==> src/dnc_settings.svh <==
////////////////////
// Fixed-point widths, read head count, location count width
// and location pipeline depth for the usage update
////////////////////

`ifndef DNC_SETTINGS_SVH
`define DNC_SETTINGS_SVH

// Q0.16 values
`define DNC_FIX_WIDTH 16
`define DNC_FRAC_BITS 16
// Signed Q8.8 logits
`define DNC_LOGIT_WIDTH 16
// Read heads, location counter, location strobe to usage strobe
`define DNC_R_MAX 4
`define DNC_N_WIDTH 16
`define DNC_PIPE_DEPTH 3

`endif

==> src/dnc_pkg.sv <==
////////////////////
// Fixed-point, logit, gate and location types
// Q0.16 product, complement and saturating add
////////////////////

`include "dnc_settings.svh"

package dnc_pkg;

  // Unsigned Q0.16, all ones is full scale
  typedef logic [`DNC_FIX_WIDTH-1:0] fix_t;
  // Signed Q8.8
  typedef logic signed [`DNC_LOGIT_WIDTH-1:0] logit_t;

  typedef logic [$clog2(`DNC_R_MAX)-1:0] head_idx_t;
  typedef logic [`DNC_R_MAX-1:0] head_mask_t;
  // One free gate per read head
  typedef fix_t [`DNC_R_MAX-1:0] gate_vec_t;

  // Inputs of one memory location
  typedef struct packed {
    fix_t [`DNC_R_MAX-1:0] w_read;
    fix_t w_write;
    fix_t usage_prev;
  } loc_in_t;

  // Retention result with the usage operands
  typedef struct packed {
    fix_t psi;
    fix_t w_write;
    fix_t usage_prev;
  } ret_t;

  // Full product, drop the fraction bits, truncate
  function automatic fix_t fix_mul(input fix_t a, input fix_t b);
    logic [2*`DNC_FIX_WIDTH-1:0] full;
    full = a * b;
    return full[`DNC_FRAC_BITS +: `DNC_FIX_WIDTH];
  endfunction

  // All ones minus v is the bitwise inverse
  function automatic fix_t fix_one_minus(input fix_t v);
    return ~v;
  endfunction

  // Sum clamps at full scale
  function automatic fix_t fix_add_sat(input fix_t a, input fix_t b);
    logic [`DNC_FIX_WIDTH:0] sum;
    sum = a + b;
    return sum[`DNC_FIX_WIDTH] ? '1 : sum[`DNC_FIX_WIDTH-1:0];
  endfunction

endpackage

==> src/dnc_retention_vector.sv <==
////////////////////
// Retention vector psi per memory location
// Stage A per-head terms, stage B ordered product
////////////////////

`timescale 1ns/10ps

`include "dnc_settings.svh"

module dnc_retention_vector (
  input  logic                clk,
  input  logic                rst_n,
  input  logic                loc_valid,
  input  dnc_pkg::loc_in_t    loc_in,
  input  dnc_pkg::head_mask_t head_mask,
  input  dnc_pkg::gate_vec_t  gate_vec,
  output logic                ret_valid,
  output dnc_pkg::ret_t       ret_data
);

  import dnc_pkg::*;

  // Stage A registers
  fix_t [`DNC_R_MAX-1:0] term_a;
  fix_t                  w_write_a;
  fix_t                  usage_prev_a;
  head_mask_t            mask_a;
  logic                  valid_a;

  // Stage B product chain
  fix_t psi_c;

  ////////////////////
  // Valid bits
  ////////////////////

  always_ff @(posedge clk) begin
    if (!rst_n) begin
      valid_a   <= 1'b0;
      ret_valid <= 1'b0;
    end else begin
      valid_a   <= loc_valid;
      ret_valid <= valid_a;
    end
  end

  ////////////////////
  // Stage A
  ////////////////////

  // Term per head is 1 - f(i) * w_read(i)
  always_ff @(posedge clk) begin
    if (loc_valid) begin
      for (int i = 0; i < `DNC_R_MAX; i++) begin
        term_a[i] <= fix_one_minus(fix_mul(gate_vec[i], loc_in.w_read[i]));
      end
      w_write_a    <= loc_in.w_write;
      usage_prev_a <= loc_in.usage_prev;
      // Mask travels with its location
      mask_a       <= head_mask;
    end
  end

  ////////////////////
  // Stage B
  ////////////////////

  // Chain from full scale, heads folded in order 0 upward
  always_comb begin
    psi_c = '1;
    for (int i = 0; i < `DNC_R_MAX; i++) begin
      // Inactive head passes the chain through
      if (mask_a[i]) begin
        psi_c = fix_mul(psi_c, term_a[i]);
      end
    end
  end

  always_ff @(posedge clk) begin
    if (valid_a) begin
      ret_data.psi        <= psi_c;
      ret_data.w_write    <= w_write_a;
      ret_data.usage_prev <= usage_prev_a;
    end
  end

endmodule

==> config.mk <==
export PLATFORM = sky130hd
export DESIGN_NAME = dnc_retention_vector
export DESIGN_NICKNAME = d
export VERILOG_FILES = /design/src/dnc_pkg.sv /design/src/dnc_retention_vector.sv
export VERILOG_INCLUDE_DIRS = /design/src
export SDC_FILE = /design/constraint.sdc
export NUM_CORES = 2
export LEC_CHECK = 0
export ABC_CLOCK_PERIOD_IN_PS = 60200
export BUFFER_PORTS_ARGS = -buffer_cell sky130_fd_sc_hd__buf_4
export CELL_PAD_IN_SITES_DETAIL_PLACEMENT = 0
export CELL_PAD_IN_SITES_GLOBAL_PLACEMENT = 1
export CORE_ASPECT_RATIO = 1.25
export CORE_MARGIN = 2
export CORE_UTILIZATION = 56
export CTS_BUF_LIST = sky130_fd_sc_hd__clkbuf_16
export DETAILED_ROUTE_END_ITERATION = 10
export PLACE_DENSITY = 0.89
export RECOVER_POWER = 50
export SLEW_MARGIN = 20
export SYNTH_ARGS = -nofsm -noshare
export SYNTH_HDL_FRONTEND = slang
export SYNTH_SLANG_ARGS = --single-unit
export TNS_END_PERCENT = 50
==> constraint.sdc <==
create_clock -name clk -period 60.2 [get_ports clk]
set_clock_uncertainty 0.2 [all_clocks]
set_input_delay 0 -clock clk [delete_from_list [all_inputs] [get_ports clk]]
set_output_delay 0 -clock clk [all_outputs]
set_load 0.1 [all_outputs]
==> reports/results.txt <==
The library cell used as clock root buffer was sky130_fd_sc_hd__clkbuf_16. The H-tree was split into 4 levels. The maximum fanout along the worst path works out to 17. 0 antenna diodes ended up in the layout. For this run, asynchronously set or reset flops after synthesis account for 0%. Final routed DRC violation total: 0. The tools report the startpoint kind of the worst setup timing path as a flip-flop. The average instance in the mapped netlist occupies 9.26 µm². During placement, the flow inserted port buffers numbering 215. The post-route antenna net violation count came out at 0. The HPWL reported at the end of detailed placement is 120000 µm, and the post-route setup TNS is 0 ns. The biggest area contributor in the post-synthesis netlist is sky130_fd_sc_hd__fa_1. Headroom to the max-slew limit came out at -68.0%. For the via count of the first global-routing pass, the log shows 51600.

The type of the worst setup path was flip-flop to flip-flop. The checks that failed: max-capacitance violations, max-slew violations. The tools report the origin of the worst setup path as term_a[5]. The cell area that synthesis handed to floorplanning was 64200 µm². The number of placed I/O pins is 216.

Measured along the x axis, the die boundary spans 307 µm. Number of antenna violations at the first check in global routing: 0. Counting every net in the synthesized netlist gives 9348. The upper clock frequency limit came out at 37.9 MHz. After detailed routing, the average wire length per cell comes to 17.9 µm. Worst min-delay path class: primary input to flip-flop.

The tools report the sequential element share of the synthesized area as 6.98%. The critical-path cell with the highest stage delay is sky130_fd_sc_hd__fa_1. The tools report the startpoint of the worst hold path as loc_in[5].

Max-cap check violation count: 2. The warning count from the yosys run is 0. The run gives 87 as the final number of max-transition violations.

The run gives 56.6% as the initial standard-cell utilization of the core. The worst register-to-register path begins at term_a[5]. Counting I/O delays and the setup requirement, the final critical path takes 26.35 ns. The first routing iteration left 2572 violations.

TritonCTS built the clock tree. Setup violations remaining at the end of the flow were counted as 0. The tools report the wire length of the first global-routing pass as 257000 µm. The slew at the pin closest to its max-slew limit came out at 2.52 ns. The fraction of final layout cells sized beyond drive strength 1 was 3.93%; the clock latency on the worst-skew pair was 0.51 ns. In the synthesized netlist, the number of instances is 6938. After clock tree synthesis, the clock-pin slew on the worst setup and hold paths is 0.10 ns. Endpoint class of the critical path: a flip-flop. At the end of the flow, the number of nets in the layout was 9420. The routed layout has 46000 vias. The floorplan has 138 rows. The core footprint is 113000 µm². The share of the synthesized area in the top cell type was 44.5%. The largest stage delay on the critical path came out at 0.67 ns. Of the available clock period, the critical path in the final layout requires 43.8%. The library cell used most frequently in the layout, excluding fill and tap cells, is sky130_fd_sc_hd__inv_1.

The total global routing track utilization is 27.4%. Data on the critical path arrives at its endpoint at 26.43 ns. Entering global routing, the biggest net connects 67 pins. The floorplan step defined a die boundary enclosing 117000 µm². By area the synthesized netlist is led by sky130_fd_sc_hd__fa_1, sky130_fd_sc_hd__ha_1, sky130_fd_sc_hd__inv_1, sky130_fd_sc_hd__edfxtp_1, sky130_fd_sc_hd__nand2_1. The number of fillers in the final layout came out at 9832. In the layout the commonest cells are sky130_fd_sc_hd__inv_1, sky130_fd_sc_hd__fa_1, sky130_fd_sc_hd__nand2_1. At the worst endpoint, the required time is 60.27 ns. Cell seen most often among critical-path stages: sky130_fd_sc_hd__fa_1. The routed design has 152000 µm of wire. Setup repair after global routing left no endpoint under its margin. The logs give 69 for the count of different cell masters after synthesis and 17 for the number of CTS-inserted buffers.

After synthesis the netlist holds a flip-flop and latch count of 150. The run gives 0.890 as the final weighted congestion of routability-driven global placement. For the total congestion overflow after global routing, the log shows 0.

Final number of hold-violating endpoints: 0. The most used flip-flop cell after synthesis is sky130_fd_sc_hd__edfxtp_1. The flow ran to the end, but the final reports show violations. After detailed routing, the number of vias per cell comes to 5.42. The length of the first detailed-routing pass in iterations is 5. The clock sink count is 150. The synthesized design contains 148 enable-type register cells. The area growth from synthesis to final layout is 5.77%, and the maximum number of buffers from clock root to sink is 2. Post-CTS timing repair inserted 0 buffers for setup. The die is 383 µm tall.
-- per-layer routing --
metal	track usage, %	vias up	part of all wire [%]	routed length, µm
met5	0	-	0	0
met4	9.00	0	3.3	4970
met3	2.72	341	5.3	8080
met2	50.3	1405	52	78600
met1	33.7	23600	40	60500
li1	-	20700	-	-
-- stage by stage --
step                setup WS [ns]  area (µm²)  utilization [%]  instances  hold slack (ns)
finish                      33.85       67900             59.9       8493           0.0534
global route                32.24       67900             59.9       8493           0.0355
CTS                         33.86       68100             60.0       8493         0.000366
detailed placement          33.91       67000             59.1       8412          -0.0205
global placement            34.47       67000             59.1       8412          -0.0219
floorplan                   36.13       64200                -       6938           -0.101
-- cell families after synthesis --
logic type	share of synthesized area, %
mux	0.298
compound gates	3.53
fa+ha+maj	60.4
simple gates	15.6
buf+inv	11.4
flops	6.98
xor+xnor	1.81
-- cells in the mapped netlist, types with 5 or more instances --
cell,number
sky130_fd_sc_hd__xnor2_1,86
sky130_fd_sc_hd__o21a_1,24
sky130_fd_sc_hd__o21ai_0,42
sky130_fd_sc_hd__xor2_1,47
sky130_fd_sc_hd__nand2_1,1159
sky130_fd_sc_hd__and4_1,6
sky130_fd_sc_hd__o211ai_1,8
sky130_fd_sc_hd__nor2b_1,13
sky130_fd_sc_hd__a31o_2,8
sky130_fd_sc_hd__and3_1,24
sky130_fd_sc_hd__nand3_1,23
sky130_fd_sc_hd__a21o_1,71
sky130_fd_sc_hd__a21oi_1,95
sky130_fd_sc_hd__or2_2,12
sky130_fd_sc_hd__and2_1,678
sky130_fd_sc_hd__o21ai_1,7
sky130_fd_sc_hd__mux2i_1,6
sky130_fd_sc_hd__ha_1,815
sky130_fd_sc_hd__a41o_1,6
sky130_fd_sc_hd__mux2_2,9
sky130_fd_sc_hd__a211oi_1,9
sky130_fd_sc_hd__inv_1,1713
sky130_fd_sc_hd__or3_1,16
sky130_fd_sc_hd__nor2_1,94
sky130_fd_sc_hd__nand4_1,11
sky130_fd_sc_hd__a31oi_1,11
sky130_fd_sc_hd__nand2b_1,15
sky130_fd_sc_hd__clkbuf_1,230
sky130_fd_sc_hd__fa_1,1428
sky130_fd_sc_hd__o31ai_1,9
sky130_fd_sc_hd__o21bai_1,5
sky130_fd_sc_hd__edfxtp_1,148
sky130_fd_sc_hd__nor3_1,39
-- worst paths after layout --
path / end / slack [ns] / cells past startpoint
hold reg to reg: ret_data[23] / 0.22 / 0
setup reg to reg: ret_data[47] / 33.85 / 90
setup / recovery: ret_data[47] / 33.85 / 90
hold / removal: usage_prev_a[5] / 0.05 / 2
-- sequential cells by signal (all words and copies together), names as in the netlist --
| name | flops |
|---|---|
| mask_a | 4 |
| ret_data | 48 |
| ret_valid | 1 |
| term_a | 64 |
| usage_prev_a | 16 |
| valid_a | 1 |
| w_write_a | 16 |
-- final cells by class --
cell class              instances  area [µm²]  share of cell area (%)
multi-input cells            4838       52400                    77.2
clock inverters                15         189                   0.278
repair buffers                290        2130                    3.14
flip-flops and latches        150        4480                    6.60
well taps                    1470        1840                    2.71
inverters                    1713        6430                    9.46
clock buffers                  17         425                   0.626
-- what timing repair did --
action                                 CTS  global route
resized for setup                        0             0
hold buffers                            49             0
endpoints found under the hold margin   73             0
-- critical path, delay by kind of cell, from the launching register on --
family | cells | cell delay [ns]
and+or+nand+nor | 19 | 4.47
buffers and inverters | 15 | 0.96
AOI/OAI and AO/OA | 26 | 6.26
adders and majority gates | 28 | 13.44
xor gates and xnor gates | 2 | 0.34
DFF | 1 | 0.50
Power is left out: the tool's default activity adds up to more than one toggle a clock period on the data nets, which glitch-free logic cannot reach.
