--- src/dnc_settings.svh ---
////////////////////
// Fixed-point widths, read head count, location count width
// and location pipeline depth for the usage update
////////////////////

`ifndef DNC_SETTINGS_SVH
`define DNC_SETTINGS_SVH

// Q0.16 values
`define DNC_FIX_WIDTH 16
`define DNC_FRAC_BITS 16
// Signed Q8.8 logits
`define DNC_LOGIT_WIDTH 16
// Read heads, location counter, location strobe to usage strobe
`define DNC_R_MAX 4
`define DNC_N_WIDTH 16
`define DNC_PIPE_DEPTH 3

`endif

--- src/dnc_pkg.sv ---
////////////////////
// Fixed-point, logit, gate and location types
// Q0.16 product, complement and saturating add
////////////////////

`include "dnc_settings.svh"

package dnc_pkg;

  // Unsigned Q0.16, all ones is full scale
  typedef logic [`DNC_FIX_WIDTH-1:0] fix_t;
  // Signed Q8.8
  typedef logic signed [`DNC_LOGIT_WIDTH-1:0] logit_t;

  typedef logic [$clog2(`DNC_R_MAX)-1:0] head_idx_t;
  typedef logic [`DNC_R_MAX-1:0] head_mask_t;
  // One free gate per read head
  typedef fix_t [`DNC_R_MAX-1:0] gate_vec_t;

  // Inputs of one memory location
  typedef struct packed {
    fix_t [`DNC_R_MAX-1:0] w_read;
    fix_t w_write;
    fix_t usage_prev;
  } loc_in_t;

  // Retention result with the usage operands
  typedef struct packed {
    fix_t psi;
    fix_t w_write;
    fix_t usage_prev;
  } ret_t;

  // Full product, drop the fraction bits, truncate
  function automatic fix_t fix_mul(input fix_t a, input fix_t b);
    logic [2*`DNC_FIX_WIDTH-1:0] full;
    full = a * b;
    return full[`DNC_FRAC_BITS +: `DNC_FIX_WIDTH];
  endfunction

  // All ones minus v is the bitwise inverse
  function automatic fix_t fix_one_minus(input fix_t v);
    return ~v;
  endfunction

  // Sum clamps at full scale
  function automatic fix_t fix_add_sat(input fix_t a, input fix_t b);
    logic [`DNC_FIX_WIDTH:0] sum;
    sum = a + b;
    return sum[`DNC_FIX_WIDTH] ? '1 : sum[`DNC_FIX_WIDTH-1:0];
  endfunction

endpackage

--- src/dnc_usage_vector.sv ---
////////////////////
// Usage update
// u = (u_prev + w_w - u_prev * w_w) * psi
////////////////////

`timescale 1ns/10ps

module dnc_usage_vector (
  input  logic          clk,
  input  logic          rst_n,
  input  logic          ret_valid,
  input  dnc_pkg::ret_t ret_data,
  output logic          usage_out_enable,
  output dnc_pkg::fix_t usage_out
);

  import dnc_pkg::*;

  fix_t sum_c;
  fix_t prod_c;
  fix_t diff_c;
  fix_t usage_c;

  always_comb begin
    // Add clamps at full scale
    sum_c   = fix_add_sat(ret_data.usage_prev, ret_data.w_write);
    prod_c  = fix_mul(ret_data.usage_prev, ret_data.w_write);
    // Subtract clamps at zero
    diff_c  = (sum_c > prod_c) ? sum_c - prod_c : '0;
    // Retention scales the result
    usage_c = fix_mul(diff_c, ret_data.psi);
  end

  ////////////////////
  // Output register
  ////////////////////

  always_ff @(posedge clk) begin
    if (!rst_n) begin
      usage_out_enable <= 1'b0;
    end else begin
      usage_out_enable <= ret_valid;
    end
  end

  // Value only moves with a valid result
  always_ff @(posedge clk) begin
    if (ret_valid) begin
      usage_out <= usage_c;
    end
  end

endmodule

--- config.mk ---
export PLATFORM = sky130hd
export DESIGN_NAME = dnc_usage_vector
export DESIGN_NICKNAME = d
export VERILOG_FILES = /design/src/dnc_pkg.sv /design/src/dnc_usage_vector.sv
export VERILOG_INCLUDE_DIRS = /design/src
export SDC_FILE = /design/constraint.sdc
export NUM_CORES = 1
export LEC_CHECK = 0
export BUFFER_PORTS_ARGS = -buffer_cell sky130_fd_sc_hd__buf_2
export CAP_MARGIN = 20
export CORE_MARGIN = 2
export CORE_UTILIZATION = 62
export DETAILED_ROUTE_END_ITERATION = 10
export PLACE_DENSITY = 0.8
export SLEW_MARGIN = 20
export SYNTH_ARGS = -nofsm -noshare
export SYNTH_HDL_FRONTEND = slang
export SYNTH_SLANG_ARGS = --single-unit
--- constraint.sdc ---
create_clock -name clk -period 31.8 [get_ports clk]
set_clock_uncertainty 0.2 [all_clocks]
set_input_delay 4.77 -clock clk [delete_from_list [all_inputs] [get_ports clk]]
set_output_delay 4.77 -clock clk [all_outputs]
set_load 0.05 [all_outputs]
==> key figures, run 1 <==
STA
  – Unrepaired setup endpoints after global routing: no
  – Final sum of negative setup slack: 0 ps
  – Relative slew slack: 48.4%
  – Fmax: 0.0523 GHz
  – Min Tclk post-route: 19130 ps
  – Final Hold Viols: 0
  – Final worst path period share: 60.2%
  – Worst-Margin Slew: 775 ps
  – Final setup viols: 0
  – Final Slew Violations: 0

Drt
  – WL/cell: 18.6 um
  – Vias per inst: 5.94
  – 1st-iter DRT viols: 1348
  – First-pass DRT Iterations: 9
  – Vias: 14926
  – Drt total wl: 46700 um
  – DRC errors left: 0
  – Detail Route Antenna Nets: 0

Floorplan
  – Chip height: 177 um
  – Die width: 177 um
  – Initial Util: 62.7%
  – Die area: 31200 um^2
  – Core Region: 29500 um^2
  – IO Pins: 68
  – FP Rows: 63

Clocking
  – CTS Buffer Depth: 2
  – Clk root buf: clkbuf_16
  – Gates resized, CTS repair: 0
  – Post-CTS setup buffers: 0
  – CTS tree: done
  – CTS Buf Count: 3
  – CTS Hold Bufs: 0
  – H-tree Lvls: 1
  – Clock transition at path regs: 50 ps
  – Clk sinks: 17

Synth
  – Ys async rst share: 0%
  – Top cells by area, synth: fa_1 (42%), ha_1 (16%), inv_1 (9.6%), nand2_1 (5.1%), and2_1 (4.7%)
  – Mux contribution to synthesized area: 0.0542%
  – Most frequent cells after synthesis: inv_1 (475), fa_1 (388), nand2_1 (249), ha_1 (234), and2_1 (138)
  – Post-Synth Adder-Cell Area: 57.9%
  – Share of the yosys chip area belonging to registers: 2.71%
  – Mapped cell area: 18500 um^2
  – Post-Syn Instances: 2124
  – Count leader, synth: inv_1
  – Yosys cell types: 63
  – Post-synth top area cell: fa_1
  – Yosys warns: 0
  – Post-synth EDFFs: 16
  – Syn Nets: 2797
  – Share of the synthesized area in the top cell type: 42.0%
  – Avg Inst Size Synth: 8.70 um^2
  – Ys flop type: edfxtp_1
  – Synth Area in Compound Gates: 6.81%
  – Post-Synth Simple-Gate Area: 18.7%
  – Register bit total from synthesis: 17
  – Post-synthesis xor/xnor area fraction: 2.32%
  – Largest family of logic cells by synthesized area: adder cells

Min path
  – Hold Path Class: primary input to flip-flop
  – Worst Hold Path Cells: 2
  – Min-delay src: rst_n

Worst setup path
  – Worst path buffer plus inverter count: 11
  – Worst path required time: 31590 ps
  – Slowest cell on the critical path: and2_1
  – Slowest stage delay, CP: 740 ps
  – Critical path launch point: ret_data[7]
  – Cell mode on critical path: fa_1
  – Critical path peak fanout: 91
  – End point of the critical path: usage_out[11]
  – Crit. End Element: flip-flop
  – Worst EP arrival: 18920 ps
  – Top delay family on crit path: adder cells
  – Crit Path Class: primary input to flip-flop
  – Critical Path Stages: 48
  – Critical Path Source Type: primary input

Placed design
  – IO buf count: 67
  – Hpwl dp: 37000 um
  – Placer Congestion: 0.898

GRT
  – GRT Total Usage: 31.6%
  – Grt ovf: 0
  – Largest net degree at the start of global routing: 92
  – First-pass GRT wire length: 79000 um
  – Initial antenna violation count: 2
  – Vias in the first global route: 15968

Layout
  – Fin nets: 2796
  – Fillers: 2435
  – Proportion of layout cells with a drive suffix above 1: 4.62%
  – Antenna Cells: 0
  – Layout area overhead: 3.81%

Outcome
  – Outcome: finished, final reports clean

Flow run
  – Max_cap viols: 0
-- metrics by stage --
stage / utilization [%] / area, um^2 / setup WS, ps / instances / hold WS (ps)
3_3_place_gp: 64.8 / 19100 / 12920 / 2508 / 4780
2_1_floorplan: - / 18500 / 14510 / 2124 / 4680
6_report: 65.1 / 19200 / 12670 / 2512 / 4530
5_1_grt: 65.1 / 19200 / 12020 / 2512 / 4550
4_1_cts: 65.0 / 19200 / 12920 / 2512 / 4540
3_5_place_dp: 64.8 / 19100 / 12670 / 2508 / 4790
-- routing by layer --
layer	global-route usage (%)	wire length (um)	up-vias
li1	-	-	6604
met1	43.4	18500	7406
met2	52.6	22200	789
met3	4.60	4580	125
met4	9.23	1310	2
met5	0	13	-
-- state kept, by name (all words and copies together) (netlist names) --
name,count
usage_out_enable,1
usage_out,16
-- worst min path at each step --
stage | endpoint | slack (ps)
5_1_grt | usage_out_enable | 4550
4_1_cts | usage_out_enable | 4540
3_5_place_dp | usage_out_enable | 4790
3_3_place_gp | usage_out_enable | 4780
2_1_floorplan | usage_out[0] | 4680
6_report | usage_out_enable | 4530
-- placed cells by master, fill, tap and decap left out, types with 20 or more instances in the layout --
cell	instances
fa_1	388
nor3_1	21
nand2_1	249
inv_1	475
and3_1	100
xor2_1	20
nand3_1	72
a21o_1	31
ha_1	234
o21ai_0	34
nor2_1	33
and2_1	138
xnor2_1	28
buf_2	67
a21oi_1	57
-- cells by family (layout without fill, tap and decap cells) --
logic type	after synthesis	after routing
AO/OA/AOI/OAI	193	193
XOR/XNOR	49	49
adder cells (fa/ha/maj)	622	622
buffers and inverters	563	561
flip-flops	17	17
multiplexers	1	1
AND/OR/NAND/NOR	679	679
-- area by class of cell --
type,instances,area (um^2),share of cell area (%)
Clock buffer,3,75.1,0.391
Clock inverter,1,5.00,0.0261
Inverter,475,1780,9.30
Multi-Input combinational cell,1544,15900,82.8
Sequential cell,17,500,2.61
Tap cell,390,488,2.54
Timing Repair Buffer,82,448,2.34
Power of run 1 is not shown: default switching activity piles up to over one toggle a cycle in this logic, so the estimate is an artifact.
==> inputs of run 2 (changes only) <==
--- a/config.mk
+++ b/config.mk
@@ -6,6 +6,7 @@
 export SDC_FILE = /design/constraint.sdc
 export NUM_CORES = 1
 export LEC_CHECK = 0
+export ABC_AREA = 1
 export BUFFER_PORTS_ARGS = -buffer_cell sky130_fd_sc_hd__buf_2
 export CAP_MARGIN = 20
 export CORE_MARGIN = 2
==> constraint.sdc (replaced) <==
create_clock -name clk -period 19.15 [get_ports clk]
set_clock_uncertainty 0.2 [all_clocks]
set_input_delay 2.8725 -clock clk [delete_from_list [all_inputs] [get_ports clk]]
set_output_delay 2.8725 -clock clk [all_outputs]
set_load 0.05 [all_outputs]
==> run 2 against run 1 <==
  * Die area increased by 2.4%
  * Non-clock buffer count decreased by 15
  * Final area increased by 2.2%
  * Worst setup slack got worse by 9300 ps
  * Via count increased by 7.9%
  * Critical path depth increased by 6
  * Clock-buffer cell count increased by 1
  * Final cell count increased by 15%
  * Core utilization increased by 0.58 points
  * Global-route usage increased by 2.4 points
  * Synthesized cell count increased by 17%
  * Critical path type unchanged
  * Largest cell class unchanged
==> key figures, run 2 <==
GRT
  – Initial antenna violation count: 1 (-1)
  – Vias in the first global route: 17270 (+8.2%)
  – GRT Total Usage: 34.0% (+2.4 points)
  – Largest net degree at the start of global routing: 18 (-80%)
  – First-pass GRT wire length: 85500 um (+8.3%)
  – Grt ovf: 0 (unchanged)

Worst setup path
  – Slowest stage delay, CP: 560 ps (-180 ps)
  – Worst EP arrival: 15590 ps (-3330 ps)
  – Crit Path Class: primary input to flip-flop
  – Crit. End Element: flip-flop
  – Slowest cell on the critical path: fa_1
  – Worst path required time: 18950 ps (-12640 ps)
  – Critical Path Source Type: primary input
  – Cell mode on critical path: inv_1
  – Critical path peak fanout: 16 (-82%)

Layout
  – Most frequent cells in the layout: inv_1 (668), nand2_1 (574), fa_1 (388)
  – Top reg by flops: usage_out
  – Most common cell after layout, fill and taps aside: inv_1
  – Largest regs: usage_out x16, usage_out_enable x1
  – Number of flip-flops in the largest register: 16 (unchanged)
  – Layout area overhead: 3.55%
  – Proportion of layout cells with a drive suffix above 1: 4.57% (-0.049 points)
  – Fin nets: 3169 (+13%)

Clocking
  – Clock transition at path regs: 50 ps (about the same)
  – Gates resized, CTS repair: 0 (unchanged)
  – Clk root buf: clkbuf_16
  – CTS Buffer Depth: 2 (unchanged)
  – Clk sinks: 17 (unchanged)
  – H-tree Lvls: 1 (unchanged)
  – CTS Buf Count: 3 (unchanged)
  – CTS tree: done
  – CTS Hold Bufs: 0 (unchanged)
  – Post-CTS setup buffers: 0 (unchanged)

Synth
  – Synth Area in Compound Gates: 5.68% (-1.1 points)
  – Ys async rst share: 0% (unchanged)
  – Share of the synthesized area in the top cell type: 41.0% (-1.0 points)
  – Share of the yosys chip area belonging to registers: 2.64% (-0.066 points)
  – Register bit total from synthesis: 17 (unchanged)
  – Ys flop type: edfxtp_1
  – Count leader, synth: inv_1
  – Top cells by area, synth: fa_1 (41%), ha_1 (15%), inv_1 (13%), nand2_1 (11%), nor2_1 (3.8%)
  – Post-synthesis xor/xnor area fraction: 1.85% (-0.47 points)
  – Most frequent cells after synthesis: inv_1 (668), nand2_1 (574), fa_1 (388), ha_1 (234), nor2_1 (192)
  – Yosys warns: 0 (unchanged)
  – Post-Synth Simple-Gate Area: 18.7% (-0.053 points)
  – Post-synth top area cell: fa_1
  – Largest family of logic cells by synthesized area: adder cells
  – Mapped cell area: 18900 um^2 (+2.5%)
  – Avg Inst Size Synth: 7.63 um^2 (-12%)
  – Post-synth EDFFs: 16 (unchanged)
  – Syn Nets: 3155 (+13%)
  – Post-Syn Instances: 2482 (+17%)
  – Yosys cell types: 45 (-29%)
  – Post-Synth Adder-Cell Area: 56.5% (-1.4 points)
  – Mux contribution to synthesized area: 0% (-0.054 points)

STA
  – Final Hold Viols: 0 (unchanged)
  – Unrepaired setup endpoints after global routing: no
  – Final sum of negative setup slack: 0 ps (unchanged)
  – Fmax: 0.0633 GHz
  – Final Slew Violations: 0 (unchanged)
  – Final setup viols: 0 (unchanged)
  – Final worst path period share: 82.4%
  – Min Tclk post-route: 15790 ps
  – Relative slew slack: 42.6% (-5.8 points)
  – Worst-Margin Slew: 860 ps (+85.4 ps)

Floorplan
  – Initial Util: 63.4% (+0.72 points)
  – Die area: 32000 um^2 (+2.4%)
  – FP Rows: 63 (unchanged)
  – IO Pins: 68 (unchanged)
  – Die width: 179 um (+1.2%)
  – Core Region: 29900 um^2 (+1.3%)
  – Chip height: 179 um (+1.2%)

Drt
  – WL/cell: 17.4 um (-6.1%)
  – 1st-iter DRT viols: 1430 (+6.1%)
  – First-pass DRT Iterations: 7 (-2)
  – Detail Route Antenna Nets: 0 (unchanged)
  – DRC errors left: 0 (unchanged)
  – Drt total wl: 50400 um (+7.9%)
  – Vias per inst: 5.58 (-6.1%)
  – Vias: 16111 (+7.9%)

Min path
  – Hold Path Class: primary input to flip-flop

Flow run
  – Max_cap viols: 0 (unchanged)

Placed design
  – IO buf count: 67 (unchanged)
  – Hpwl dp: 43000 um (+16%)
  – Placer Congestion: 1.02 (+14%)

Outcome
  – Outcome: finished, final reports clean
run 2: changes by cell type after synthesis, sizes merged, moves of 14 or more:
| cell | before | now |
|---|---|---|
| nand3 | 72 | 49 |
| xnor2 | 29 | 15 |
| a21oi | 58 | 106 |
| a21o | 31 | 3 |
| nor2 | 33 | 198 |
| inv | 475 | 673 |
| nand2 | 249 | 579 |
| clkbuf | 80 | 48 |
| nor2b | 14 | 0 |
| and2 | 140 | 0 |
| and3 | 101 | 3 |
run 2: worst paths after layout:
kind | startpoint | depth (start not counted) | to | slack [ps]
worst min-delay path | rst_n | 3 | usage_out_enable | 2610
worst max-delay path | ret_data[23] | 54 | usage_out[11] | 3360
run 2: metrics by stage:
stage / cell area, um^2 / setup WS [ps] / std cells / hold slack [ps] / util, %
final: 19600 / 3360 / 2887 / 2610 / 65.6
after global routing: 19600 / 2630 / 2886 / 2610 / 65.6
after CTS: 19600 / 3300 / 2885 / 2610 / 65.6
after detailed placement: 19500 / 3060 / 2881 / 2860 / 65.4
after global placement: 19500 / 3290 / 2881 / 2850 / 65.4
after floorplan: 18900 / 5050 / 2482 / 2770 / -
run 2: final cells by class:
| type | instances | area [um^2] |
|---|---|---|
| clock buffers | 4 | 78.8 |
| flip-flops and latches | 17 | 500 |
| multi-input cells | 1729 | 15700 |
| inverters | 678 | 2540 |
| diodes | 2 | 5.00 |
| well taps | 390 | 488 |
| repair buffers | 67 | 335 |
| fillers | 2576 | 10300 |
run 2: worst max-delay path, delay by kind of cell:
| family | cells | cell delay (ps) |
|---|---|---|
| buffers and inverters | 16 | 1810 |
| and+or+nand+nor | 16 | 2210 |
| AOI/OAI and AO/OA | 6 | 1450 |
| adders and majority gates | 16 | 7230 |
run 2: routing by layer:
layer  vias to the layer above  track usage, %  share of wire, %
met1                      7768            48.1                41
met3                       122            8.48                12
met5                         -               0                 0
met4                         0            8.64               2.7
met2                       883            52.7                44
li1                       7338               -                 -
run 2: logic make-up (layout without fill, tap and decap cells):
| family | Yosys count | count (layout) |
|---|---|---|
| AND/OR/NAND/NOR | 874 | 874 |
| buffers and inverters | 736 | 749 |
| adder cells (fa/ha/maj) | 622 | 622 |
| AO/OA/AOI/OAI | 193 | 193 |
| XOR/XNOR | 40 | 40 |
| flip-flops | 17 | 17 |
| other | 0 | 2 |
Power of run 2 is left out for the same reason.
