==> src/dnc_settings.svh <==
////////////////////
// Fixed-point widths, read head count, location count width
// and location pipeline depth for the usage update
////////////////////

`ifndef DNC_SETTINGS_SVH
`define DNC_SETTINGS_SVH

// Q0.16 values
`define DNC_FIX_WIDTH 16
`define DNC_FRAC_BITS 16
// Signed Q8.8 logits
`define DNC_LOGIT_WIDTH 16
// Read heads, location counter, location strobe to usage strobe
`define DNC_R_MAX 4
`define DNC_N_WIDTH 16
`define DNC_PIPE_DEPTH 3

`endif

==> src/dnc_pkg.sv <==
////////////////////
// Fixed-point, logit, gate and location types
// Q0.16 product, complement and saturating add
////////////////////

`include "dnc_settings.svh"

package dnc_pkg;

  // Unsigned Q0.16, all ones is full scale
  typedef logic [`DNC_FIX_WIDTH-1:0] fix_t;
  // Signed Q8.8
  typedef logic signed [`DNC_LOGIT_WIDTH-1:0] logit_t;

  typedef logic [$clog2(`DNC_R_MAX)-1:0] head_idx_t;
  typedef logic [`DNC_R_MAX-1:0] head_mask_t;
  // One free gate per read head
  typedef fix_t [`DNC_R_MAX-1:0] gate_vec_t;

  // Inputs of one memory location
  typedef struct packed {
    fix_t [`DNC_R_MAX-1:0] w_read;
    fix_t w_write;
    fix_t usage_prev;
  } loc_in_t;

  // Retention result with the usage operands
  typedef struct packed {
    fix_t psi;
    fix_t w_write;
    fix_t usage_prev;
  } ret_t;

  // Full product, drop the fraction bits, truncate
  function automatic fix_t fix_mul(input fix_t a, input fix_t b);
    logic [2*`DNC_FIX_WIDTH-1:0] full;
    full = a * b;
    return full[`DNC_FRAC_BITS +: `DNC_FIX_WIDTH];
  endfunction

  // All ones minus v is the bitwise inverse
  function automatic fix_t fix_one_minus(input fix_t v);
    return ~v;
  endfunction

  // Sum clamps at full scale
  function automatic fix_t fix_add_sat(input fix_t a, input fix_t b);
    logic [`DNC_FIX_WIDTH:0] sum;
    sum = a + b;
    return sum[`DNC_FIX_WIDTH] ? '1 : sum[`DNC_FIX_WIDTH-1:0];
  endfunction

endpackage

==> src/dnc_alloc_control.sv <==
////////////////////
// Phase control for the usage update
// Gate, location and drain phases, counters, head mask
////////////////////

`timescale 1ns/10ps

`include "dnc_settings.svh"

module dnc_alloc_control (
  input  logic                           clk,
  input  logic                           rst_n,
  input  logic                           start,
  output logic                           ready,
  input  logic [$clog2(`DNC_R_MAX):0]    size_r,
  input  logic [`DNC_N_WIDTH-1:0]        size_n,
  input  logic                           f_in_enable,
  input  logic                           loc_in_enable,
  output logic                           gate_write,
  output dnc_pkg::head_idx_t             gate_index,
  output logic                           loc_valid,
  output dnc_pkg::head_mask_t            head_mask,
  input  logic                           usage_done_strobe
);

  typedef enum logic [1:0] {
    ST_IDLE,
    ST_GATES,
    ST_LOCS,
    ST_DRAIN
  } state_t;

  state_t state;

  // Sizes latched at start
  logic [$clog2(`DNC_R_MAX):0] size_r_q;
  logic [`DNC_N_WIDTH-1:0]     size_n_q;

  // Accepted locations and returned usages
  logic [`DNC_N_WIDTH-1:0] loc_cnt;
  logic [`DNC_N_WIDTH-1:0] use_cnt;

  logic [$clog2(`DNC_R_MAX):0] r_last;
  logic [`DNC_N_WIDTH-1:0]     n_last;
  logic                        last_gate;
  logic                        last_loc;
  logic                        last_use;

  assign r_last    = size_r_q - 1'b1;
  assign n_last    = size_n_q - 1'b1;
  assign last_gate = ({1'b0, gate_index} == r_last);
  assign last_loc  = (loc_cnt == n_last);
  assign last_use  = (use_cnt == n_last);

  ////////////////////
  // Strobe qualification
  ////////////////////

  assign ready      = (state == ST_IDLE);
  // Strobes outside their phase drop here
  assign gate_write = f_in_enable && (state == ST_GATES);
  assign loc_valid  = loc_in_enable && (state == ST_LOCS);

  // Heads below the latched count are active
  always_comb begin
    for (int i = 0; i < `DNC_R_MAX; i++) begin
      head_mask[i] = (i < size_r_q);
    end
  end

  ////////////////////
  // Phase FSM
  ////////////////////

  always_ff @(posedge clk) begin
    if (!rst_n) begin
      state      <= ST_IDLE;
      size_r_q   <= '0;
      size_n_q   <= '0;
      gate_index <= '0;
      loc_cnt    <= '0;
      use_cnt    <= '0;
    end else begin
      case (state)
        ST_IDLE: begin
          if (start) begin
            state      <= ST_GATES;
            size_r_q   <= size_r;
            size_n_q   <= size_n;
            gate_index <= '0;
            loc_cnt    <= '0;
            use_cnt    <= '0;
          end
        end
        ST_GATES: begin
          // Heads arrive in order 0 upward
          if (gate_write) begin
            gate_index <= gate_index + 1'b1;
            if (last_gate) begin
              state <= ST_LOCS;
            end
          end
        end
        ST_LOCS: begin
          if (loc_valid) begin
            loc_cnt <= loc_cnt + 1'b1;
            if (last_loc) begin
              state <= ST_DRAIN;
            end
          end
        end
        ST_DRAIN: begin
          // Ready rises the cycle after the last usage
          if (usage_done_strobe && last_use) begin
            state <= ST_IDLE;
          end
        end
        default: state <= ST_IDLE;
      endcase
      // Usages can return while locations still arrive
      if (usage_done_strobe && state != ST_IDLE) begin
        use_cnt <= use_cnt + 1'b1;
      end
    end
  end

endmodule

==> config.mk <==
export PLATFORM = sky130hd
export DESIGN_NAME = dnc_alloc_control
export DESIGN_NICKNAME = d
export VERILOG_FILES = /design/src/dnc_pkg.sv /design/src/dnc_alloc_control.sv
export VERILOG_INCLUDE_DIRS = /design/src
export SDC_FILE = /design/constraint.sdc
export NUM_CORES = 1
export LEC_CHECK = 0
export BUFFER_PORTS_ARGS = -buffer_cell sky130_fd_sc_hd__clkbuf_2
export CORE_ASPECT_RATIO = 1.4
export CORE_MARGIN = 3
export CORE_UTILIZATION = 50
export CTS_CLUSTER_SIZE = 40
export DETAILED_ROUTE_END_ITERATION = 6
export GPL_ROUTABILITY_DRIVEN = 0
export HOLD_SLACK_MARGIN = 0.03
export PLACE_DENSITY = 0.7
export SLEW_MARGIN = 20
export SYNTH_ARGS = -nofsm -noshare
export SYNTH_HDL_FRONTEND = slang
export SYNTH_SLANG_ARGS = --single-unit
==> constraint.sdc <==
create_clock -name clk -period 3.35 [get_ports clk]
set_clock_uncertainty 0.2 [all_clocks]
set_input_delay 0.335 -clock clk [delete_from_list [all_inputs] [get_ports clk]]
set_output_delay 0.335 -clock clk [all_outputs]
set_load 0.005 [all_outputs]
==> impl_summary.txt, run 1 <==
----------------------------------------------------
[Status]
  Result of the run ... finished, final reports clean

[Die]
  IO Count ... 34
  Die area ... around 8000 µm²
  Site Rows ... 35
  Die span in y ... ~110 µm
  Horizontal die dimension ... approximately 78 µm
  Initial cell density of the core ... 0.528
  Area inside the core boundary ... 6790 µm²

[Routing]
  Final antenna-violating net count ... 0
  First drt pass iteration count ... 4
  Average wire per cell in the routed design ... between 10 and 15 µm
  Drt via density ... 5.65
  DRC violation count after routing ... 0
  Vias after detailed routing ... around 3300
  DRC marker count from the first detailed-route iteration ... between 150 and 200
  Post-Route WL ... 8.55 mm

[CTS]
  Skew-Pair Late Insertion Delay ... just over 300 ps
  Postcts setup bufs ... 0
  Total clock buffers created by CTS ... 5
  CTS sink count ... 55
  Clock edge transition at the registers on the reported setup and hold paths ... ~100 ps
  Clock tree from TritonCTS ... yes
  CTS Root Cell ... clkbuf_8
  Cells resized by post-CTS repair ... 0
  Clock buffer depth ... 2
  H-tree Lvls ... 2
  Post-cts hold buffer count ... 0

[STA]
  Total count of hold-check failures in the final report ... 0
  Period utilization ... 0.924
  Setup_tns ... 0 ps
  Worst rel slew slack ... 0.518
  Number of pins exceeding their max-slew limit in the final report ... 0
  Tightest Pin Transition ... between 700 and 800 ps
  Min Clock Period, post-route ... around 3100 ps
  Endpoints failing setup ... 0
  RSZ-0062 raised after global routing ... no
  F_max ... between 300 and 400 MHz

[Synth]
  Number of enable-type register cells in the synthesized netlist ... 0
  Number of cells produced by synthesis ... ~460
  Yosys synthesis warning count ... 0
  Post-synth design cell area ... between 3000 and 4000 µm²
  Unique cell type count in the Yosys netlist ... 56
  Leading cell types by count after synthesis ... 69 x nand2_1, 55 x dfxtp_1, 28 x nand3_1, 28 x o21ai_0, 27 x nor2_1
  Synth Register Bits ... 55
  Average size of a mapped cell ... between 7 and 8 µm²
  Async S/R FF share, synth ... 0
  Cell with the most instances after synthesis ... nand2_1
  Top-area cell type share of the netlist area ... 0.307
  Most used flip-flop cell after synthesis ... dfxtp_1
  Dominant cell type by area after synthesis ... dfxtp_1
  Net count after synthesis ... between 400 and 500
  Fraction of the yosys area taken by sequential cells ... 0.307
  Ranking of synthesized cells by area ... dfxtp_1 31%, nand2_1 7.2%, xnor2_1 5.9%

[Setup path]
  Start-to-end type of the worst setup path ... reg -> reg
  Worst Path Required ... 3350 ps
  Kind of end point of the critical path ... flop
  Maximum fanout along the worst path ... 9
  Arrival time of the worst setup path ... around 3100 ps
  Nature of the critical path startpoint ... flop

[Pwr]
  Internal power ... 0.00134 W
  Combinational fraction of design power ... 0.483
  Share of power burned in the clock network ... 0.171
  Net switching fraction of the power ... 0.413
  Peak ir drop on the vdd network ... between 0.4 and 0.5 mV
  Power dissipated by switching net loads ... 0.000941 W
  Part of the total power dissipated in sequential elements ... 0.346
  Leakage dissipation ... around 1.5 nW
  Ratio of total power to cell area ... around 580 nW/µm²

[Final layout]
  Number of fill cells in the layout ... between 600 and 700
  Non-filler cells, final ... 576
  Nets@finish ... roughly 520
  Fraction of final layout cells sized beyond drive strength 1 ... 0.128
  Area growth, synth to finish ... 9.26%
  Count of inserted antenna diode cells ... 0

[GRT]
  GRT Resource Usage Total ... 0.209
  GRT Residual Overflow ... 0
  Via count of the first global-routing pass ... 3074
  Maximum number of pins on one net before global-route repair ... 45
  Antenna violations before repair ... 0
  Wire length of the first global-routing pass ... approximately 14 mm

[Placed design]
  Total placed cells including tap cells ... approximately 570
  Number of port buffers ... 33
  Half-perimeter wire length after detailed placement ... roughly 6.5 mm

[Flow run]
  Count of maximum capacitance violations ... 0

[Worst hold path]
  Type of the worst min-delay path ... in -> reg

----------------------------------------------------
## worst max-delay path, stage by stage, from the launching register on
cell and delay [ps]:
dfxtp_1 430, or4_4 630, nor4_4 330, xnor2_1 180, nor2_1 60, or4_1 520, o41ai_2 330, o21ai_1 160
mux2i_1 140
## placed cells by master, fill, tap and decap left out, types with 3 or more instances in the layout
master    count
o21a_1        3
and3_1       13
buf_4        13
a22oi_1       5
a21boi_0     22
or3_1         9
and2_1       12
nor2_1       27
xor2_1       24
nor4_1        4
a21oi_1       8
dfxtp_1      55
mux2i_1       7
clkbuf_2     33
o211ai_1      3
nor3_1        7
o21ai_0      28
nand2_1      69
nor2b_1      10
nand2b_1      3
clkbuf_8      6
xnor2_1      24
nand3_1      28
ha_1          8
nand4_1      14
inv_1        13
## registers in the layout (all words and copies together) (netlist names)
signal / flops
loc_cnt: 16
size_n_q: 16
use_cnt: 16
size_r_q: 3
gate_index: 2
state: 2
## worst paths after layout
path | cells past startpoint | slack, ps | startpoint | end
hold / removal | 3 | 50 | size_n[7] | size_n_q[7]$_SDFFE_PN0P_
setup / recovery | 8 | 250 | size_n_q[0]$_SDFFE_PN0P_ | state[0]$_SDFFE_PN0P_
hold reg to reg | 2 | 320 | size_r_q[1]$_SDFFE_PN0P_ | size_r_q[1]$_SDFFE_PN0P_
setup reg to reg | 8 | 250 | size_n_q[0]$_SDFFE_PN0P_ | state[0]$_SDFFE_PN0P_
## layer usage
metal / share of wire / vias to the layer above / global-route usage
li1: - / 1640 / -
met1: 0.42 / 1524 / 0.238
met2: 0.52 / 68 / 0.389
met3: 0.029 / 20 / 0.0254
met4: 0.026 / 0 / 0.0802
met5: 0 / - / 0
## logic make-up (layout without fill, tap and decap cells)
group                    Yosys count  after routing  share of synthesized area
XOR/XNOR                          48             48                      0.117
AO/OA/AOI/OAI                     86             86                      0.160
AND/OR/NAND/NOR                  213            213                      0.315
buffers and inverters             44             67                     0.0531
flip-flops                        55             55                      0.307
adder cells (fa/ha/maj)            8              8                     0.0279
multiplexers                       7              7                     0.0196
## power groups by stage
| stage | combinational (W) | clock [W] | sequential [W] |
|---|---|---|---|
| final | 0.00110 | 0.000390 | 0.000789 |
| after global routing | 0.00123 | 0.000416 | 0.000798 |
| after CTS | 0.00110 | 0.000401 | 0.000789 |
| after detailed placement | 0.00109 | 0 | 0.000804 |
| after global placement | 0.00108 | 0 | 0.000801 |
| after floorplan | 0.000864 | 0 | 0.000768 |
## layout make-up
type	count	area (µm²)	share of cell area
Multi-Input combinational cell	362	2290	0.585
Sequential cell	55	1100	0.281
Timing Repair Buffer	46	263	0.0671
Tap cell	92	115	0.0294
Clock buffer	7	86.3	0.0221
Inverter	13	48.8	0.0125
Clock inverter	1	8.76	0.00224
## through the flow
step | worst slack (ps) | total power, W | area, µm² | hold WS [ps] | utilization
2_1_floorplan | 379 | 0.00163 | 3580 | 271 | -
3_3_place_gp | 312 | 0.00188 | 3820 | 292 | 0.563
3_5_place_dp | 268 | 0.00190 | 3820 | 304 | 0.563
4_1_cts | 256 | 0.00229 | 3910 | 42.9 | 0.577
5_1_grt | 77.1 | 0.00244 | 3910 | 50.8 | 0.577
6_report | 255 | 0.00228 | 3910 | 47.9 | 0.577
Note: power is estimated with default switching activity, not from simulation.
==> run 2: changes to the inputs <==
--- a/config.mk
+++ b/config.mk
@@ -6,7 +6,7 @@
 export SDC_FILE = /design/constraint.sdc
 export NUM_CORES = 1
 export LEC_CHECK = 0
-export BUFFER_PORTS_ARGS = -buffer_cell sky130_fd_sc_hd__clkbuf_2
+export BUFFER_PORTS_ARGS = -buffer_cell sky130_fd_sc_hd__buf_2
 export CORE_ASPECT_RATIO = 1.4
 export CORE_MARGIN = 3
 export CORE_UTILIZATION = 50
==> constraint.sdc (replaced) <==
create_clock -name clk -period 3.5 [get_ports clk]
set_clock_uncertainty 0.2 [all_clocks]
set_input_delay 0.35 -clock clk [delete_from_list [all_inputs] [get_ports clk]]
set_output_delay 0.35 -clock clk [all_outputs]
set_load 0.005 [all_outputs]
==> run 2 against run 1 <==
Compared with the run above: total power down 6.1%; sequential power down 2%; cell area down 1.2%; first-iteration DRC count up 22%; worst setup slack better by 150 ps; die area unchanged.
==> impl_summary.txt, run 2 (synthesized netlist as in run 1, its figures left out) <==
----------------------------------------------------
[CTS]
  CTS sink count ... 55 (unchanged)
  Cells resized by post-CTS repair ... 0 (unchanged)
  Clock edge transition at the registers on the reported setup and hold paths ... 100 ps (about the same)
  H-tree Lvls ... 2 (unchanged)
  Skew-Pair Late Insertion Delay ... 310 ps (about the same)
  Clock buffer depth ... 2 (unchanged)
  Postcts setup bufs ... 0 (unchanged)
  Post-cts hold buffer count ... 0 (unchanged)
  CTS Root Cell ... clkbuf_8 (unchanged)
  Total clock buffers created by CTS ... 5 (unchanged)
  Clock tree from TritonCTS ... yes (unchanged)

[Die]
  Site Rows ... 35 (unchanged)
  Area inside the core boundary ... 6790 µm² (unchanged)
  IO Count ... 34 (unchanged)
  Initial cell density of the core ... 0.528 (unchanged)
  Horizontal die dimension ... 77.5 µm (unchanged)
  Die span in y ... 106 µm (unchanged)
  Die area ... 8230 µm² (unchanged)

[Routing]
  Vias after detailed routing ... 3258 (was 3252)
  Final antenna-violating net count ... 0 (unchanged)
  Drt via density ... 5.71 (was 5.65)
  Post-Route WL ... 8.59 mm (was 8.55 mm)
  Average wire per cell in the routed design ... 15.0 µm (was 14.8 µm)
  DRC marker count from the first detailed-route iteration ... 226 (was 185)
  DRC violation count after routing ... 0 (unchanged)
  First drt pass iteration count ... 5 (was 4)

[STA]
  Setup_tns ... 0 ps (unchanged)
  RSZ-0062 raised after global routing ... no (unchanged)
  Period utilization ... 0.883 (was 0.924)
  Tightest Pin Transition ... 726 ps (was 723 ps)
  Min Clock Period, post-route ... 3090 ps (was 3100 ps)
  Worst rel slew slack ... 0.512 (was 0.518)
  Total count of hold-check failures in the final report ... 0 (unchanged)
  F_max ... 324 MHz (was 323 MHz)
  Endpoints failing setup ... 0 (unchanged)
  Number of pins exceeding their max-slew limit in the final report ... 0 (unchanged)

[GRT]
  GRT Resource Usage Total ... 0.215 (was 0.209)
  Maximum number of pins on one net before global-route repair ... 45 (unchanged)
  Antenna violations before repair ... 0 (unchanged)
  GRT Residual Overflow ... 0 (unchanged)
  Via count of the first global-routing pass ... 3137 (was 3074)
  Wire length of the first global-routing pass ... 14.5 mm (was 14.2 mm)

[Final layout]
  Largest registers ranked by flip-flop count ... loc_cnt: 16 flops, size_n_q: 16 flops, use_cnt: 16 flops (unchanged)
  Area growth, synth to finish ... 7.93% (was 9.26%)
  Leading cell types in the layout, fill and taps excluded ... 69 x nand2_1, 55 x dfxtp_1, 33 x buf_2, 28 x o21ai_0, 28 x nand3_1 (was 69 x nand2_1, 55 x dfxtp_1, 33 x clkbuf_2, 28 x o21ai_0, 28 x nand3_1)
  Fraction of final layout cells sized beyond drive strength 1 ... 0.119 (was 0.128)
  Count of inserted antenna diode cells ... 0 (unchanged)
  Most common library cell in the layout ignoring fill and taps ... nand2_1 (unchanged)
  Nets@finish ... 511 (was 516)
  Final standard cell utilization of the core ... 0.570 (was 0.577)

[Setup path]
  Arrival time of the worst setup path ... 3090 ps (about the same)
  Maximum fanout along the worst path ... 9 (unchanged)
  Worst Path Required ... 3490 ps (was 3350 ps)
  Start-to-end type of the worst setup path ... reg -> reg (unchanged)
  Kind of end point of the critical path ... flop (unchanged)
  Nature of the critical path startpoint ... flop (unchanged)

[Worst hold path]
  Type of the worst min-delay path ... in -> reg (unchanged)

[Placed design]
  Half-perimeter wire length after detailed placement ... 6.50 mm (was 6.49 mm)
  Number of port buffers ... 33 (unchanged)

[Pwr]
  Ratio of total power to cell area ... 553 nW/µm² (was 582 nW/µm²)
  Peak ir drop on the vdd network ... 0.302 mV (was 0.488 mV)
  Leakage dissipation ... 1.46 nW (was 1.49 nW)

[Status]
  Result of the run ... finished, final reports clean (unchanged)

[Flow run]
  Count of maximum capacitance violations ... 0 (unchanged)

----------------------------------------------------
==> run 2: cell types whose count changed in the layout (fill, tap and decap cells not counted), sizes merged <==
| cell | before | now |
|---|---|---|
| buf | 13 | 41 |
| clkbuf | 40 | 6 |
| clkinvlp | 0 | 1 |
==> run 2: routing by layer <==
| metal | global-route usage | vias up | routed length [µm] |
|---|---|---|---|
| met5 | 0 | - | 0 |
| met4 | 0.0992 | 0 | 253 |
| met3 | 0.0364 | 20 | 273 |
| met2 | 0.379 | 69 | 4430 |
| met1 | 0.251 | 1538 | 3630 |
| li1 | - | 1631 | - |
==> run 2: metrics by stage <==
step | hold WS (ps) | power [W] | instances | setup slack, ps | area (µm²)
floorplan | 271 | 0.00156 | 461 | 529 | 3580
global placement | 294 | 0.00178 | 563 | 472 | 3780
detailed placement | 306 | 0.00180 | 563 | 452 | 3780
CTS | 74.3 | 0.00215 | 571 | 433 | 3870
global route | 75.2 | 0.00230 | 571 | 204 | 3870
finish | 79.6 | 0.00214 | 571 | 409 | 3870
==> run 2: layout make-up <==
class                      count  area, µm²
fill                         659       2920
multi-input combinational    362       2290
sequential                    55       1100
timing repair buffer          41        225
tap                           92        115
clock buffer                   6       72.6
inverter                      13       48.8
clock inverter                 2       12.5
==> run 2: power breakdown <==
group	leakage (nW)	switching, W	internal (W)	total [W]
sequential	0.446	0.0000946	0.000682	0.000777
clock	0.0412	0.000207	0.000141	0.000348
combinational	0.971	0.000596	0.000418	0.00101
total	1.46	0.000898	0.00124	0.00214
==> run 2: final timing paths <==
kind	start	to	slack, ps	cells after the start
worst max-delay path	size_n_q[0]$_SDFFE_PN0P_	state[1]$_SDFFE_PN0P_	410	9
worst min-delay path	size_n[3]	size_n_q[3]$_SDFFE_PN0P_	80	3
worst max register to register	size_n_q[0]$_SDFFE_PN0P_	state[1]$_SDFFE_PN0P_	410	9
worst min register to register	size_r_q[1]$_SDFFE_PN0P_	size_r_q[1]$_SDFFE_PN0P_	320	2
==> run 2: critical path, stage by stage, from the launching register on <==
cell and delay [ps]:
dfxtp_1 430, inv_1 100, ha_1 220, nor3b_2 380, nand4_1 260, xnor2_1 230, or4_1 560, o41ai_2 310
o21ai_1 150, mux2i_1 140
